**config.mk**
```make
export PLATFORM = sky130hd
export DESIGN_NAME = queueSchedTop
export DESIGN_NICKNAME = d
export VERILOG_FILES = /design/src/source/schedPkg.sv /design/src/source/packetEntry.sv /design/src/source/packetQueue.sv /design/src/source/queueSchedTop.sv /design/src/source/serviceScheduler.sv
export VERILOG_INCLUDE_DIRS = /design/src /design/src/source
export SDC_FILE = /design/constraint.sdc
export NUM_CORES = 1
export LEC_CHECK = 0
export BUFFER_PORTS_ARGS = -buffer_cell sky130_fd_sc_hd__buf_2
export CORE_AREA = 2 2 126 176
export DETAILED_ROUTE_END_ITERATION = 8
export DIE_AREA = 0 0 128 178
export PLACE_DENSITY = 0.41
export REMOVE_ABC_BUFFERS = 1
export SLEW_MARGIN = 20
export SYNTH_ARGS = -nofsm -noshare
export SYNTH_HDL_FRONTEND = slang
export SYNTH_SLANG_ARGS = --single-unit
```
**constraint.sdc**
```tcl
create_clock -name CLOCK_50 -period 10.2 [get_ports CLOCK_50]
set_input_delay 2.04 -clock CLOCK_50 [delete_from_list [all_inputs] [get_ports CLOCK_50]]
set_output_delay 2.04 -clock CLOCK_50 [all_outputs]
set_load 0.02 [all_outputs]
```
**src/source/sched_macros.svh**
```systemverilog
`ifndef SCHED_MACROS_SVH
`define SCHED_MACROS_SVH

// queue count and depth
`define QUEUE_COUNT 4
`define QUEUE_DEPTH 6

// clock cycles between two service ticks
`define SERVICE_PERIOD 60

// occupancy at or below this is scored latency first
`define SIZE_KNEE 3

// button presses per packet code
`define CODE_BITS 4

// field widths
`define QUEUE_IDX_BITS 2
`define PAYLOAD_BITS 2
`define OCCUPANCY_BITS 3
// max score is 6*4+1 on the last queue
`define SCORE_BITS 5

// queue i gets latency weight base-i
`define LATENCY_WEIGHT_BASE `QUEUE_COUNT
// queue i gets reliability weight base+i
`define RELIABILITY_BASE 1

`endif

```
**src/source/schedPkg.sv**
```systemverilog
`include "sched_macros.svh"

package schedPkg;

	// queue number, first two presses of a code
	typedef logic [`QUEUE_IDX_BITS-1:0] queueIdx_t;

	// payload, last two presses of a code
	typedef logic [`PAYLOAD_BITS-1:0] payload_t;

	// entries held by one queue, 0 to depth
	typedef logic [`OCCUPANCY_BITS-1:0] occupancy_t;

	// weighted backlog of one queue
	typedef logic [`SCORE_BITS-1:0] score_t;

	// one entered code
	// first press lands in the msb
	typedef struct packed {
		queueIdx_t queue;
		payload_t  payload;
	} packet_t;

	// one served packet
	typedef struct packed {
		queueIdx_t queue;
		payload_t  payload;
	} serviceRecord_t;

	// per queue status, index = queue number
	typedef occupancy_t [`QUEUE_COUNT-1:0] occupancyVec_t;
	typedef score_t [`QUEUE_COUNT-1:0] scoreVec_t;

	// button entry fsm
	typedef enum logic [1:0] {
		ENTRY_IDLE,
		ENTRY_WAIT_PRESS,
		ENTRY_WAIT_RELEASE
	} entryState_t;

endpackage

```
**src/source/packetEntry.sv**
```systemverilog
`include "sched_macros.svh"

module packetEntry (
	input  logic                    CLOCK_50,
	input  logic                    rstN_i,
	input  logic                    btnStartN_i,
	input  logic                    btnZeroN_i,
	input  logic                    btnOneN_i,
	output logic [`QUEUE_COUNT-1:0] pushOneHot_o,
	output schedPkg::payload_t      pushPayload_o
);
	import schedPkg::*;

	localparam int CountBits = $clog2(`CODE_BITS);

	entryState_t state;
	logic [CountBits-1:0] bitCount;
	logic [`CODE_BITS-1:0] codeShift;
	packet_t nextCode;

	logic zeroPress;
	logic onePress;
	logic validPress;
	logic bothReleased;
	logic lastBit;
	logic bitTaken;
	logic codeDone;

	// buttons are active low
	// a press counts only with the other button up
	assign zeroPress = !btnZeroN_i && btnOneN_i;
	assign onePress = !btnOneN_i && btnZeroN_i;
	assign validPress = zeroPress || onePress;
	// both up re-arms the next bit
	assign bothReleased = btnZeroN_i && btnOneN_i;

	assign lastBit = (bitCount == CountBits'(`CODE_BITS - 1));
	assign bitTaken = (state == ENTRY_WAIT_PRESS) && validPress;
	assign codeDone = bitTaken && lastBit;

	// code as it stands once the current bit is in
	// older presses move up toward the msb
	assign nextCode = packet_t'({codeShift[`CODE_BITS-2:0], onePress});

	// entry fsm
	always_ff @(posedge CLOCK_50) begin
		if (!rstN_i) begin
			state <= ENTRY_IDLE;
			bitCount <= '0;
		end else begin
			case (state)
				ENTRY_IDLE: begin
					// start press arms a new code
					if (!btnStartN_i) begin
						state <= ENTRY_WAIT_PRESS;
						bitCount <= '0;
					end
				end
				ENTRY_WAIT_PRESS: begin
					if (validPress) begin
						// counter wraps back to 0 after the last bit
						bitCount <= bitCount + 1'b1;
						if (lastBit) begin
							state <= ENTRY_IDLE;
						end else begin
							state <= ENTRY_WAIT_RELEASE;
						end
					end
				end
				ENTRY_WAIT_RELEASE: begin
					if (bothReleased) begin
						state <= ENTRY_WAIT_PRESS;
					end
				end
				default: begin
					state <= ENTRY_IDLE;
				end
			endcase
		end
	end

	// code shift register
	always_ff @(posedge CLOCK_50) begin
		if (bitTaken) begin
			codeShift <= nextCode;
		end
	end

	// one cycle push strobe, one-hot on the queue field
	always_ff @(posedge CLOCK_50) begin
		if (!rstN_i) begin
			pushOneHot_o <= '0;
		end else begin
			pushOneHot_o <= '0;
			if (codeDone) begin
				pushOneHot_o[nextCode.queue] <= 1'b1;
			end
		end
	end

	// payload rides alongside the strobe
	always_ff @(posedge CLOCK_50) begin
		if (codeDone) begin
			pushPayload_o <= nextCode.payload;
		end
	end

endmodule

```
**src/source/packetQueue.sv**
```systemverilog
`include "sched_macros.svh"

module packetQueue #(
	parameter int latencyWeight = 1,
	parameter int reliabilityWeight = 1
) (
	input  logic                 CLOCK_50,
	input  logic                 rstN_i,
	input  logic                 push_i,
	input  schedPkg::payload_t   pushPayload_i,
	input  logic                 pop_i,
	output schedPkg::payload_t   head_o,
	output schedPkg::occupancy_t occupancy_o,
	output schedPkg::score_t     score_o
);
	import schedPkg::*;

	// slot 0 holds the oldest entry
	payload_t slot [`QUEUE_DEPTH];

	occupancy_t count;
	occupancy_t countNext;
	occupancy_t writeIdx;
	score_t score;

	logic full;
	logic pushOk;
	logic popOk;

	// low fill favours latency, high fill favours reliability
	function automatic score_t weighScore(input occupancy_t occ);
		int fill;
		int raw;
		fill = int'(occ);
		if (fill == 0) begin
			raw = 0;
		end else if (fill <= `SIZE_KNEE) begin
			raw = fill * latencyWeight + reliabilityWeight;
		end else begin
			raw = fill * reliabilityWeight + latencyWeight;
		end
		return score_t'(raw);
	endfunction

	assign full = (count == occupancy_t'(`QUEUE_DEPTH));
	// push to a full queue is dropped
	assign pushOk = push_i && !full;
	// pop on empty does nothing
	assign popOk = pop_i && (count != '0);

	// on a joint pop the new entry lands one slot lower
	assign writeIdx = popOk ? count - 1'b1 : count;

	always_comb begin
		case ({pushOk, popOk})
			2'b10: countNext = count + 1'b1;
			2'b01: countNext = count - 1'b1;
			default: countNext = count;
		endcase
	end

	// count and score move together
	// score follows the new count so both match every cycle
	always_ff @(posedge CLOCK_50) begin
		if (!rstN_i) begin
			count <= '0;
			score <= '0;
		end else begin
			count <= countNext;
			score <= weighScore(countNext);
		end
	end

	// shift storage
	// the push write comes last and wins its slot
	always_ff @(posedge CLOCK_50) begin
		if (popOk) begin
			for (int i = 0; i < `QUEUE_DEPTH - 1; i++) begin
				slot[i] <= slot[i+1];
			end
		end
		if (pushOk) begin
			slot[writeIdx] <= pushPayload_i;
		end
	end

	assign head_o = slot[0];
	assign occupancy_o = count;
	assign score_o = score;

endmodule

```
**src/source/queueSchedTop.sv**
```systemverilog
`include "sched_macros.svh"

module queueSchedTop (
	input  logic                     CLOCK_50,
	input  logic                     rstN_i,
	input  logic                     btnStartN_i,
	input  logic                     btnZeroN_i,
	input  logic                     btnOneN_i,
	output schedPkg::occupancyVec_t  occupancy_o,
	output schedPkg::serviceRecord_t served_o,
	output logic                     servedValid_o
);
	import schedPkg::*;

	// entry to queues
	logic [`QUEUE_COUNT-1:0] pushOneHot;
	payload_t pushPayload;

	// scheduler to queues and back
	logic [`QUEUE_COUNT-1:0] popOneHot;
	payload_t [`QUEUE_COUNT-1:0] heads;
	scoreVec_t scores;

	// button decoder
	packetEntry entry0 (
		.CLOCK_50      (CLOCK_50),
		.rstN_i        (rstN_i),
		.btnStartN_i   (btnStartN_i),
		.btnZeroN_i    (btnZeroN_i),
		.btnOneN_i     (btnOneN_i),
		.pushOneHot_o  (pushOneHot),
		.pushPayload_o (pushPayload)
	);

	// queue 0 is the most latency bound, queue 3 the most reliability bound
	genvar q;
	generate
		for (q = 0; q < `QUEUE_COUNT; q++) begin : genQueue
			packetQueue #(
				.latencyWeight     (`LATENCY_WEIGHT_BASE - q),
				.reliabilityWeight (`RELIABILITY_BASE + q)
			) queueInst (
				.CLOCK_50      (CLOCK_50),
				.rstN_i        (rstN_i),
				.push_i        (pushOneHot[q]),
				.pushPayload_i (pushPayload),
				.pop_i         (popOneHot[q]),
				.head_o        (heads[q]),
				.occupancy_o   (occupancy_o[q]),
				.score_o       (scores[q])
			);
		end
	endgenerate

	// periodic service
	serviceScheduler sched0 (
		.CLOCK_50      (CLOCK_50),
		.rstN_i        (rstN_i),
		.occupancy_i   (occupancy_o),
		.score_i       (scores),
		.heads_i       (heads),
		.popOneHot_o   (popOneHot),
		.served_o      (served_o),
		.servedValid_o (servedValid_o)
	);

endmodule

```
**src/source/serviceScheduler.sv**
```systemverilog
`include "sched_macros.svh"

module serviceScheduler (
	input  logic                                  CLOCK_50,
	input  logic                                  rstN_i,
	input  schedPkg::occupancyVec_t               occupancy_i,
	input  schedPkg::scoreVec_t                   score_i,
	input  schedPkg::payload_t [`QUEUE_COUNT-1:0] heads_i,
	output logic [`QUEUE_COUNT-1:0]               popOneHot_o,
	output schedPkg::serviceRecord_t              served_o,
	output logic                                  servedValid_o
);
	import schedPkg::*;

	localparam int PeriodBits = $clog2(`SERVICE_PERIOD);

	logic [PeriodBits-1:0] periodCount;
	logic tick;

	// winner of the current cycle
	logic anyReady;
	queueIdx_t bestIdx;
	score_t bestScore;

	logic serve;

	// service period counter
	// first tick lands SERVICE_PERIOD cycles after reset release
	assign tick = (periodCount == PeriodBits'(`SERVICE_PERIOD - 1));

	always_ff @(posedge CLOCK_50) begin
		if (!rstN_i) begin
			periodCount <= '0;
		end else if (tick) begin
			periodCount <= '0;
		end else begin
			periodCount <= periodCount + 1'b1;
		end
	end

	// max score among nonempty queues
	// strict compare keeps the lowest index on a tie
	always_comb begin
		anyReady = 1'b0;
		bestIdx = '0;
		bestScore = '0;
		for (int i = 0; i < `QUEUE_COUNT; i++) begin
			if ((occupancy_i[i] != '0) && (!anyReady || (score_i[i] > bestScore))) begin
				anyReady = 1'b1;
				bestIdx = queueIdx_t'(i);
				bestScore = score_i[i];
			end
		end
	end

	assign serve = tick && anyReady;

	// pop leaves in the tick cycle
	// queue count then drops in the same cycle servedValid_o rises
	always_comb begin
		popOneHot_o = '0;
		if (serve) begin
			popOneHot_o[bestIdx] = 1'b1;
		end
	end

	// service valid strobe
	always_ff @(posedge CLOCK_50) begin
		if (!rstN_i) begin
			servedValid_o <= 1'b0;
		end else begin
			servedValid_o <= serve;
		end
	end

	// head is captured before the pop shifts it out
	always_ff @(posedge CLOCK_50) begin
		if (serve) begin
			served_o.queue <= bestIdx;
			served_o.payload <= heads_i[bestIdx];
		end
	end

endmodule

```
Word-level counts from Yosys, hierarchy flattened --
Memories as Yosys holds them, arrays and structs flattened. Cells that the tools add are included. W data, S select, Z words.
Word-level totals: register bits after elaboration 56, latch bits 0, bits in writable memories 48, bits in read-only memories 0, bits of input ports 5, output and inout port bits 17, logic and storage cells 175, memories 4
Memories:
- genQueue[0].queueInst.slot | words 6, bits a word 2, rd ports 6, clocked after Yosys merged registers in 0, write ports 6, RTL line packetQueue.sv:19 | payload_t slot [`QUEUE_DEPTH];
- genQueue[1].queueInst.slot | words 6, bits a word 2, rd ports 6, clocked after Yosys merged registers in 0, write ports 6, RTL line packetQueue.sv:19
- genQueue[2].queueInst.slot | words 6, bits a word 2, rd ports 6, clocked after Yosys merged registers in 0, write ports 6, RTL line packetQueue.sv:19
- genQueue[3].queueInst.slot | words 6, bits a word 2, rd ports 6, clocked after Yosys merged registers in 0, write ports 6, RTL line packetQueue.sv:19
Operators by class: add/subtract/negate cells 18, multipliers 2, divide/modulo/power cells 0, order comparisons 11, equality and inequality tests 19, shift-type cells 0, multiplexer cells 53, bitwise logic cells 1, reduce and logical (&&, ||, !) cells 50
Operator list (count):
- $mux W5 | 7
- $pmux W3 S2 | 4
- $mux W1 | 23
- $logic_and A1 B1 Y1 | 19
- $mux W2 | 9
- $gt A5 B5 Y1 | 3
- $add A3 B1 Y3 const B | 4
- $eq A2 B2 Y1 const B | 6
- $eq A3 B3 Y1 const B | 4
- $le A3 B2 Y1 const B | 4
- $logic_not A3 Y1 | 4
- $mux W3 | 4
- $reduce_bool A3 Y1 | 4
- $sub A3 B1 Y3 const B | 4
- $add A4 B2 Y5 const B | 2
- $add A5 B1 Y5 const B | 2
- $add A5 B3 Y5 const B | 2
- $eq A2 B1 Y1 const B | 5
- $mul A3 B2 Y5 const B | 2
- $reduce_or A2 Y1 | 5
- $logic_not A1 Y1 | 9
- $add A3 B3 Y4 const B | 2
- $add A6 B1 Y6 const B | 1
- $eq A6 B6 Y1 const B | 1
- other kinds (16) | 24

Logic depth before layout (Yosys ltp) --
Gate-level depths: netlist of run 1.
depth in word-level cells 25, gate-level depth with buffers 38, mapped depth without buffers 34

Modules after synthesis --
Synthesis of run 1 repeated with hierarchy kept, for this count alone.
Unflattened totals: cells, all modules 596, area total of the unflattened synthesis 6369.9 um^2
By module, submodules not included:
- packetQueue (genQueue[1].queueInst) | times used 1, cells an instance 114, area an instance 1233.7 um^2, seq. area each 520.5 um^2
- packetQueue (genQueue[2].queueInst) | times used 1, cells an instance 110, area an instance 1223.7 um^2, seq. area each 520.5 um^2
- packetQueue (genQueue[0].queueInst) | times used 1, cells an instance 101, area an instance 1133.6 um^2, seq. area each 520.5 um^2
- packetQueue (genQueue[3].queueInst) | times used 1, cells an instance 101, area an instance 1132.3 um^2, seq. area each 520.5 um^2
- serviceScheduler | times used 1, cells an instance 123, area an instance 1107.3 um^2, seq. area each 260.2 um^2
- packetEntry | times used 1, cells an instance 47, area an instance 539.3 um^2, seq. area each 310.3 um^2

Worst setup path before layout of run 1 --
OpenSTA, ideal clock, no wires.
path kind register to register, start point register genQueue[0].queueInst.count[0], end point register genQueue[2].queueInst.score[4], setup time 0.122 ns, data arrival time 7.440 ns, required time 10.078 ns, path slack 2.638 ns, cell stages (with the launch flop) 37, buffers on the path 4, period minus slack after synthesis 7.562 ns, cells stage by stage dfxtp_1 > inv_1 > ha_1 > nand2b_4 > buf_4 > nand2_1 > ha_1 > a21oi_1 > a21boi_1 > o221ai_4 > clkbuf_1 > nor2_1 > a31oi_1 > ha_1 > a21o_1 > a21oi_2 > a21oi_1 > o21ai_2 > clkbuf_1 > mux2_2 > ha_1 > nor2b_1 > o21bai_1 > a211oi_4 > nor2_4 > nand3b_4 > inv_2 > buf_6 > ha_1 > a22oi_1 > nor3_1 > a21oi_1 > inv_1 > ha_1 > ha_1 > ha_1 > o311a_1
On the way: word-level cells in the longest chain between the ends 25, elaborated cells between the ends (all ways) 41, classes of those cells add/sub: 2; mul: 1; order compare: 6; eq/ne: 2; mux: 15; reduce/logical: 15
Ends and longest elaborated chain:
- start: declaration | RTL line packetQueue.sv:21 | occupancy_t count;
- start signal: assignment | RTL line packetQueue.sv:69 | count <= countNext;
- $reduce_bool A3 Y1 (*) | RTL line serviceScheduler.sv:48 | if ((occupancy_i[i] != '0) && (!anyReady || (score_i[i] > bestScore))) begin
- $mux W5 / $mux W1 (equally long branches) | RTL line serviceScheduler.sv:48
- $gt A5 B5 Y1 / $logic_not A1 Y1 (equally long branches) | RTL line serviceScheduler.sv:48
- $logic_or A1 B1 Y1 | RTL line serviceScheduler.sv:48
- $logic_and A1 B1 Y1 | RTL line serviceScheduler.sv:48
- $mux W5 / $mux W1 (equally long branches) | RTL line serviceScheduler.sv:48
- $gt A5 B5 Y1 / $logic_not A1 Y1 (equally long branches) | RTL line serviceScheduler.sv:48
- $logic_or A1 B1 Y1 | RTL line serviceScheduler.sv:48
- (+10 left out)
- $mux W4 (*) | RTL line serviceScheduler.sv:62 | if (serve) begin
- $logic_and A1 B1 Y1 (*) | RTL line packetQueue.sv:49 | assign popOk = pop_i && (count != '0);
- $eq A2 B1 Y1 / $eq A2 B2 Y1 (equally long branches) | RTL line packetQueue.sv:55 | case ({pushOk, popOk})
- $pmux W3 S2 (*) | RTL line packetQueue.sv:55
- net genQueue[2].queueInst.countNext[2] | RTL line packetQueue.sv:22 | occupancy_t countNext;
- $mul A3 B2 Y5 | RTL line packetQueue.sv:40 | raw = fill * reliabilityWeight + latencyWeight;
- $add A5 B3 Y5 | RTL line packetQueue.sv:40
- $mux W5 | RTL line packetQueue.sv:37 | end else if (fill <= `SIZE_KNEE) begin
- end signal: assignment | RTL line packetQueue.sv:70 | score <= weighScore(countNext);
- end: declaration | RTL line packetQueue.sv:24 | score_t score;
The timed path passes the listed nets; every way through them passes the cells marked *. A chain may end at the register's enable or synchronous reset.

Final worst setup path of run 1 --
Same ends and word-level chain as after synthesis.

==> flow_results.xml, run 1 <==
<?xml version="1.0" encoding="UTF-8"?>
<metrics>
  <group name="run_status">
    <metric name="outcome" unit="">finished clean</metric>
  </group>
  <group name="sta">
    <metric name="final_setup_vio_count" unit="">0</metric>
    <metric name="finalWorstPathRequiredPeriod" unit="ns">8.12</metric>
    <metric name="final_critical_path_setup_slack" unit="ns">2.08</metric>
    <metric name="timing.final.crit_share" unit="%">79.6</metric>
    <metric name="setup_tns" unit="ns">0</metric>
    <metric name="clock_skew" unit="ns">0.0169</metric>
    <metric name="max_slew_violations" unit="">0</metric>
    <metric name="fmax" unit="MHz">123</metric>
    <metric name="setup_repair_after_global_routing_missed_its_margin" unit="">false</metric>
    <metric name="number_of_failing_hold_endpoints_at_the_final_stage" unit="">0</metric>
    <metric name="worst_pin_slew" unit="ns">0.977</metric>
    <metric name="timing.slew.headroom" unit="%">34.9</metric>
  </group>
  <group name="setup_path">
    <metric name="crit_top_cell" unit="">sky130_fd_sc_hd__ha_1</metric>
    <metric name="cp_num_buf_inv" unit="">3</metric>
    <metric name="worst_setup_path_startpoint" unit="">genQueue[0].queueInst.occupancy_o[0]</metric>
    <metric name="critical-path-top-delay-family" unit="">compound AO/OA/AOI/OAI gates</metric>
    <metric name="critical_path.max_fanout" unit="">18</metric>
    <metric name="timing.rr.start" unit="">genQueue[0].queueInst.occupancy_o[0]</metric>
    <metric name="worst-endpoint-required" unit="ns">10.45</metric>
    <metric name="crit_arrival" unit="ns">8.37</metric>
    <metric name="kind_of_capture_point_of_the_worst_setup_path" unit="">flip-flop</metric>
    <metric name="start_kind" unit="">flip-flop</metric>
    <metric name="crit_slowest_cell" unit="">sky130_fd_sc_hd__o21ai_2</metric>
    <metric name="worst-setup-path-type" unit="">reg -&gt; reg</metric>
    <metric name="cpPeakStageDelay" unit="ns">0.53</metric>
  </group>
  <group name="routing">
    <metric name="drc" unit="">0</metric>
    <metric name="routed_via_density" unit="">4.92</metric>
    <metric name="routed_wire_length_per_instance" unit="um">15.5</metric>
    <metric name="initialDrtViolationCount" unit="">166</metric>
    <metric name="dr_total_vias" unit="">4370</metric>
    <metric name="routed_wirelength" unit="um">13800</metric>
    <metric name="antenna_left" unit="">0</metric>
    <metric name="drt_pass1_iterations" unit="">4</metric>
  </group>
  <group name="logic_synthesis">
    <metric name="synth.largest_area_cell" unit="">sky130_fd_sc_hd__edfxtp_1</metric>
    <metric name="synth-edff-count" unit="">57</metric>
    <metric name="synth_compound_gate_area_share" unit="%">11.4</metric>
    <metric name="synth_area_leaders" unit="">sky130_fd_sc_hd__edfxtp_1 (27%), sky130_fd_sc_hd__dfxtp_1 (15%), sky130_fd_sc_hd__ha_1 (12%)</metric>
    <metric name="synth_seq_cells" unit="">104</metric>
    <metric name="synth.area.mux_share" unit="%">9.74</metric>
    <metric name="count_of_mapped_cells_out_of_synthesis" unit="">611</metric>
    <metric name="synth.most_common_cell" unit="">sky130_fd_sc_hd__ha_1</metric>
    <metric name="synth.distinct_cells" unit="">70</metric>
    <metric name="xor_xnor_cell_area_share_of_the_yosys_netlist" unit="%">1.50</metric>
    <metric name="netlist.area_leader.share" unit="%">27.3</metric>
    <metric name="synth_top_cells_by_count" unit="">sky130_fd_sc_hd__ha_1 (61), sky130_fd_sc_hd__edfxtp_1 (57), sky130_fd_sc_hd__nand2_1 (57)</metric>
    <metric name="synth_top_family_by_area" unit="">simple AND/OR/NAND/NOR gates</metric>
    <metric name="synth-warning-count" unit="">0</metric>
    <metric name="synth_area_per_cell" unit="um^2">10.2</metric>
    <metric name="synth_seq_area_share" unit="%">42.4</metric>
    <metric name="synthFlopType" unit="">sky130_fd_sc_hd__edfxtp_1</metric>
    <metric name="yosys.area_share.simple" unit="%">18.2</metric>
    <metric name="synth_async_sr_flop_share" unit="%">0</metric>
    <metric name="synthAdderAreaFrac" unit="%">12.2</metric>
    <metric name="synth_area" unit="um^2">6260</metric>
  </group>
  <group name="min_path">
    <metric name="worstHoldPathType" unit="">reg -&gt; reg</metric>
    <metric name="min_from" unit="">sched0.periodCount[0]</metric>
  </group>
  <group name="global_routing">
    <metric name="antenna_violations_before_repair" unit="">0</metric>
    <metric name="first_global_vias" unit="">4498</metric>
    <metric name="gr-usage-met1" unit="%">13.6</metric>
    <metric name="grt_pass1_wl" unit="um">22300</metric>
    <metric name="global_route.usage.total" unit="%">12.7</metric>
    <metric name="global_route.overflow_total" unit="">0</metric>
    <metric name="grt_max_degree" unit="">30</metric>
    <metric name="grt_use_met3" unit="%">3.09</metric>
    <metric name="grt_util_met2" unit="%">23.7</metric>
    <metric name="global_route.peak_usage_layer" unit="">met2</metric>
  </group>
  <group name="floorplan">
    <metric name="placementRows" unit="">63</metric>
    <metric name="count_of_pins_on_the_block_boundary" unit="">22</metric>
    <metric name="initial_cell_density_of_the_core" unit="%">29.6</metric>
    <metric name="y_dimension_of_the_die" unit="um">178</metric>
    <metric name="die_footprint" unit="um^2">22800</metric>
    <metric name="design.core.area" unit="um^2">21100</metric>
    <metric name="die_width" unit="um">128</metric>
  </group>
  <group name="finish">
    <metric name="drive_gt1_share" unit="%">16.7</metric>
    <metric name="finish.utilization" unit="%">32.7</metric>
    <metric name="layout_cells_excl_fill" unit="">889</metric>
    <metric name="syn_to_final_growth" unit="%">10.4</metric>
    <metric name="finalNetCount" unit="">690</metric>
    <metric name="n_antenna_cell" unit="">0</metric>
  </group>
  <group name="placed_design">
    <metric name="count_of_buffers_from_port_buffering" unit="">21</metric>
    <metric name="pre_cts_ws" unit="ns">2.11</metric>
    <metric name="place_hpwl" unit="um">10400</metric>
    <metric name="post-place-cells" unit="">873</metric>
    <metric name="finalWeightedCongestion" unit="">0.773</metric>
  </group>
  <group name="clock_network">
    <metric name="clock_tree.root_cell" unit="">sky130_fd_sc_hd__clkbuf_16</metric>
    <metric name="cts-htree-levels" unit="">3</metric>
    <metric name="cts-root-to-sink-buffers" unit="">2</metric>
    <metric name="numCtsBuffers" unit="">9</metric>
    <metric name="clkTransAtPathRegs" unit="ns">0.08</metric>
    <metric name="post_cts_resize_count" unit="">0</metric>
    <metric name="tritoncts" unit="">yes</metric>
    <metric name="clock_insertion_delay_worst_skew" unit="ns">0.36</metric>
    <metric name="postCtsSetupBuffers" unit="">0</metric>
    <metric name="post_cts_hold_buffer_count" unit="">0</metric>
    <metric name="cts.sink_count" unit="">104</metric>
  </group>
  <group name="power_and_ir_drop">
    <metric name="total_power_per_unit_cell_area" unit="nW/um^2">119</metric>
    <metric name="ir_drop" unit="mV">0.0785</metric>
    <metric name="power.leakage" unit="uW">0.00287</metric>
  </group>
  <group name="job">
    <metric name="number_of_max_capacitance_violations_reported" unit="">0</metric>
  </group>
</metrics>
## cells in the final DEF (no fill, tap or decap), types with 4 or more instances in the layout
master                      instances
sky130_fd_sc_hd__a21oi_1           24
sky130_fd_sc_hd__a21oi_2            4
sky130_fd_sc_hd__a22oi_1            5
sky130_fd_sc_hd__a31oi_1            4
sky130_fd_sc_hd__and2_1            10
sky130_fd_sc_hd__and3_1             7
sky130_fd_sc_hd__buf_2             21
sky130_fd_sc_hd__clkbuf_16          9
sky130_fd_sc_hd__dfxtp_1           47
sky130_fd_sc_hd__edfxtp_1          57
sky130_fd_sc_hd__ha_1              61
sky130_fd_sc_hd__inv_1             46
sky130_fd_sc_hd__mux2_2            36
sky130_fd_sc_hd__mux2_4             4
sky130_fd_sc_hd__mux2i_1           11
sky130_fd_sc_hd__nand2_1           57
sky130_fd_sc_hd__nand2b_1          10
sky130_fd_sc_hd__nand3_1           15
sky130_fd_sc_hd__nand3b_1           4
sky130_fd_sc_hd__nand4_1            6
sky130_fd_sc_hd__nor2_1            40
sky130_fd_sc_hd__nor2b_1           13
sky130_fd_sc_hd__nor3_1            17
sky130_fd_sc_hd__o21ai_0           29
sky130_fd_sc_hd__o31ai_1            7
sky130_fd_sc_hd__or3_1              7
sky130_fd_sc_hd__xor2_1             4
## worst register-to-register path, delay by kind of cell (launching register included)
family,cells,cell delay (ns)
AO/OA/AOI/OAI,13,3.75
AND/OR/NAND/NOR,8,0.92
buffers and inverters,3,0.57
adder cells (fa/ha/maj),8,2.27
flip-flops,1,0.50
## kinds of logic (layout without fill, tap and decap cells)
group	Yosys count	after routing
muxes	54	54
AOI/OAI and AO/OA	104	104
xor gates and xnor gates	9	9
other	1	1
and+or+nand+nor	210	210
DFF	104	104
buffers and inverters	68	86
adders and majority gates	61	61
## layer usage
metal  part of all wire [%]  vias to the layer above
li1                       -                     2193
met1                     42                     2102
met2                     53                       57
met3                    2.7                       18
met4                    1.7                        0
met5                      0                        -
## sequential cells by signal (all words and copies together), names as in the netlist
name / count
sched0.periodCount: 6
sched0.served_o: 4
genQueue.queueInst.occupancy_o: 12
entry0.pushPayload_o: 2
entry0.bitCount: 2
entry0.state: 2
genQueue.queueInst.score_o: 20
genQueue.queueInst.slot: 48
entry0.pushOneHot_o: 4
entry0.codeShift: 3
sched0.servedValid_o: 1
## area by class of cell
| type | instances | area [um^2] |
|---|---|---|
| tap | 260 | 325 |
| clock inverter | 7 | 90.1 |
| fill | 2165 | 14200 |
| clock buffer | 9 | 225 |
| sequential | 104 | 2650 |
| multi-input combinational | 439 | 3320 |
| timing repair buffer | 21 | 105 |
| inverter | 49 | 184 |
## report_power, final
| part | internal (uW) | switching (uW) | total, uW |
|---|---|---|---|
| Combinational | 5.36 | 6.65 | 12.0 |
| Clock | 196 | 170 | 366 |
| Sequential | 440 | 2.68 | 442 |
## worst paths after layout
path	end	slack, ns	depth (start not counted)
worst min-delay path	sched0.periodCount[0]	0.45	1
worst max-delay path	genQueue[2].queueInst.score_o[4]	2.08	32
worst min register to register	sched0.periodCount[0]	0.45	1
worst max register to register	genQueue[2].queueInst.score_o[4]	2.08	32
## per-stage QoR
step	instance area (um^2)	power (uW)	hold WS (ns)
after floorplan	6160	459	0.418
after global placement	6590	464	0.433
after detailed placement	6590	464	0.443
after CTS	6910	839	0.454
after global routing	6910	855	0.489
final	6910	820	0.450
(Power assumes the default switching activity.)
==> run 2, diff against run 1 <==
--- a/config.mk
+++ b/config.mk
@@ -10,7 +10,7 @@
 export CORE_AREA = 2 2 126 176
 export DETAILED_ROUTE_END_ITERATION = 8
 export DIE_AREA = 0 0 128 178
-export PLACE_DENSITY = 0.41
+export PLACE_DENSITY = 0.42
 export REMOVE_ABC_BUFFERS = 1
 export SLEW_MARGIN = 20
 export SYNTH_ARGS = -nofsm -noshare
==> constraint.sdc (replaced) <==
create_clock -name CLOCK_50 -period 7.4 [get_ports CLOCK_50]
set_input_delay 1.48 -clock CLOCK_50 [delete_from_list [all_inputs] [get_ports CLOCK_50]]
set_output_delay 1.48 -clock CLOCK_50 [all_outputs]
set_load 0.02 [all_outputs]
==> flow_results.xml, run 2 (synthesis results as in run 1) <==
<?xml version="1.0" encoding="UTF-8"?>
<metrics>
  <group name="run_status">
    <metric name="outcome" unit="">finished clean</metric>
  </group>
  <group name="finish">
    <metric name="syn_to_final_growth" unit="%">12.8</metric>
    <metric name="regMostFlops" unit="">genQueue.queueInst.slot</metric>
    <metric name="finish.utilization" unit="%">33.4</metric>
    <metric name="count_of_filler_cells_inserted_in_the_layout" unit="">2189</metric>
    <metric name="n_antenna_cell" unit="">0</metric>
    <metric name="ff_latch_area" unit="um^2">2650</metric>
    <metric name="final_common_cell" unit="">sky130_fd_sc_hd__ha_1</metric>
    <metric name="finalNetCount" unit="">707</metric>
    <metric name="finalInstanceArea" unit="um^2">7060</metric>
    <metric name="mostFrequentLayoutCells" unit="">sky130_fd_sc_hd__ha_1 (61), sky130_fd_sc_hd__nand2_1 (57), sky130_fd_sc_hd__edfxtp_1 (57), sky130_fd_sc_hd__inv_1 (46), sky130_fd_sc_hd__dfxtp_1 (46)</metric>
    <metric name="max_ffs_per_register" unit="">48</metric>
    <metric name="multiInputGateArea" unit="um^2">3360</metric>
    <metric name="drive_gt1_share" unit="%">19.7</metric>
  </group>
  <group name="global_routing">
    <metric name="grt_use_met3" unit="%">2.43</metric>
    <metric name="grt_pass1_wl" unit="um">22900</metric>
    <metric name="gr-usage-met1" unit="%">14.7</metric>
    <metric name="global_route.overflow_total" unit="">0</metric>
    <metric name="grt_util_met2" unit="%">24.3</metric>
    <metric name="global_route.peak_usage_layer" unit="">met2</metric>
    <metric name="global_route.usage.total" unit="%">13.0</metric>
    <metric name="antenna_violations_before_repair" unit="">0</metric>
    <metric name="first_global_vias" unit="">4457</metric>
    <metric name="grt_max_degree" unit="">30</metric>
  </group>
  <group name="placed_design">
    <metric name="finalWeightedCongestion" unit="">0.802</metric>
    <metric name="postPlaceCellArea" unit="um^2">6660</metric>
    <metric name="count_of_buffers_from_port_buffering" unit="">21</metric>
    <metric name="place_hpwl" unit="um">10400</metric>
  </group>
  <group name="clock_network">
    <metric name="clkTransAtPathRegs" unit="ns">0.07</metric>
    <metric name="clock_tree.root_cell" unit="">sky130_fd_sc_hd__clkbuf_16</metric>
    <metric name="cts-htree-levels" unit="">3</metric>
    <metric name="numCtsBuffers" unit="">9</metric>
    <metric name="cts.sink_count" unit="">104</metric>
    <metric name="cts-root-to-sink-buffers" unit="">2</metric>
    <metric name="clock_insertion_delay_worst_skew" unit="ns">0.36</metric>
    <metric name="tritoncts" unit="">yes</metric>
  </group>
  <group name="floorplan">
    <metric name="initial_cell_density_of_the_core" unit="%">29.6</metric>
    <metric name="count_of_pins_on_the_block_boundary" unit="">22</metric>
    <metric name="die_width" unit="um">128</metric>
    <metric name="die_footprint" unit="um^2">22800</metric>
    <metric name="y_dimension_of_the_die" unit="um">178</metric>
    <metric name="placementRows" unit="">63</metric>
    <metric name="design.core.area" unit="um^2">21100</metric>
  </group>
  <group name="routing">
    <metric name="drc" unit="">0</metric>
    <metric name="routed_via_density" unit="">4.86</metric>
    <metric name="routed_wirelength" unit="um">14000</metric>
    <metric name="routed_wire_length_per_instance" unit="um">15.5</metric>
    <metric name="antenna_left" unit="">0</metric>
    <metric name="dr_total_vias" unit="">4406</metric>
    <metric name="initialDrtViolationCount" unit="">166</metric>
    <metric name="drt_pass1_iterations" unit="">4</metric>
  </group>
  <group name="power_and_ir_drop">
    <metric name="p_clk_share" unit="%">43.5</metric>
    <metric name="comb_power_share" unit="%">1.5</metric>
    <metric name="switching_share" unit="%">21.3</metric>
    <metric name="fin_total_pwr" unit="uW">1110</metric>
    <metric name="total_power_per_unit_cell_area" unit="nW/um^2">157</metric>
    <metric name="seqPwrFrac" unit="%">55.0</metric>
    <metric name="power_switching" unit="uW">236</metric>
    <metric name="power.leakage" unit="uW">0.00294</metric>
    <metric name="internal_power" unit="uW">874</metric>
    <metric name="ir_drop" unit="mV">0.0953</metric>
  </group>
  <group name="sta">
    <metric name="worst_pin_slew" unit="ns">1.06</metric>
    <metric name="number_of_failing_hold_endpoints_at_the_final_stage" unit="">0</metric>
    <metric name="finalWorstPathRequiredPeriod" unit="ns">6.97</metric>
    <metric name="max_slew_violations" unit="">0</metric>
    <metric name="setup_tns" unit="ns">0</metric>
    <metric name="final_setup_vio_count" unit="">0</metric>
    <metric name="clock_skew" unit="ns">0.00608</metric>
    <metric name="timing.slew.headroom" unit="%">29.3</metric>
    <metric name="fmax" unit="MHz">143</metric>
    <metric name="timing.final.crit_share" unit="%">94.2</metric>
  </group>
  <group name="min_path">
    <metric name="worstHoldPathType" unit="">reg -&gt; reg</metric>
  </group>
  <group name="setup_path">
    <metric name="cpPeakStageDelay" unit="ns">0.42</metric>
    <metric name="crit_top_cell" unit="">sky130_fd_sc_hd__ha_1</metric>
    <metric name="crit_arrival" unit="ns">7.22</metric>
    <metric name="worst-endpoint-required" unit="ns">7.64</metric>
    <metric name="start_kind" unit="">flip-flop</metric>
    <metric name="kind_of_capture_point_of_the_worst_setup_path" unit="">flip-flop</metric>
    <metric name="crit_slowest_cell" unit="">sky130_fd_sc_hd__dfxtp_2</metric>
    <metric name="critical_path.max_fanout" unit="">12</metric>
    <metric name="worst-setup-path-type" unit="">reg -&gt; reg</metric>
  </group>
  <group name="job">
    <metric name="number_of_max_capacitance_violations_reported" unit="">0</metric>
  </group>
</metrics>
[run 2: cell types whose count changed in the layout (fill, tap and decap cells not counted), sizes merged]
| cell | before | now |
|---|---|---|
| clkinvlp | 1 | 0 |
| bufinv | 1 | 0 |
| buf | 21 | 36 |
| clkbuf | 9 | 12 |
| o221ai | 1 | 2 |
[run 2: cell type report]
class	instances	share of cell area, %
Sequential cell	104	37.6
Timing Repair Buffer	37	3.26
Inverter	49	2.61
Tap cell	260	4.61
Multi-Input combinational cell	440	47.7
Clock inverter	5	0.514
Clock buffer	11	3.74
[run 2: metal layers]
metal / up-vias / share of wire (%)
met5: - / 0
met4: 0 / 1.4
met3: 11 / 2.4
met2: 47 / 53
met1: 2125 / 43
li1: 2223 / -
[run 2: path summary, 6_finish.rpt]
kind | startpoint | end | cells past startpoint | slack (ns)
min reg2reg | entry0.codeShift[0] | entry0.pushPayload_o[1] | 0 | 0.46
max | genQueue[0].queueInst.occupancy_o[0] | genQueue[2].queueInst.score_o[4] | 32 | 0.43
max reg2reg | genQueue[0].queueInst.occupancy_o[0] | genQueue[2].queueInst.score_o[4] | 32 | 0.43
min | entry0.codeShift[0] | entry0.pushPayload_o[1] | 0 | 0.46
[run 2: worst max-delay path, delay by kind of cell, from the launching register on]
kind	cells	cell delay, ns
adder cells (fa/ha/maj)	8	2.15
AND/OR/NAND/NOR	7	0.98
AO/OA/AOI/OAI	13	2.71
buffers and inverters	4	0.59
flip-flops	1	0.42
[run 2: what timing repair did]
| action | in CTS | in global routing |
|---|---|---|
| pin swaps | 1 | 5 |
| resized for setup | 1 | 6 |
| setup buffers | 0 | 6 |
| hold buffers | 0 | 0 |
| hold endpoints to repair | 0 | 0 |
| setup endpoints to repair | 4 | 8 |
| cloned | 0 | 1 |
[run 2: stage by stage]
step / instances / hold slack [ns] / setup WS, ns
2_1_floorplan: 592 / 0.418 / 0.287
3_3_place_gp: 882 / 0.430 / 0.209
3_5_place_dp: 882 / 0.438 / -0.118
4_1_cts: 898 / 0.455 / 0.00268
5_1_grt: 906 / 0.461 / -0.0639
6_report: 906 / 0.456 / 0.429
[run 2: power by group through the flow]
stage	Clock, uW	Sequential (uW)	Combinational [uW]
after floorplan	0	622	11.0
after global placement	0	623	16.3
after detailed placement	0	623	17.1
after CTS	505	610	17.1
after global routing	527	611	19.1
final	483	610	16.7
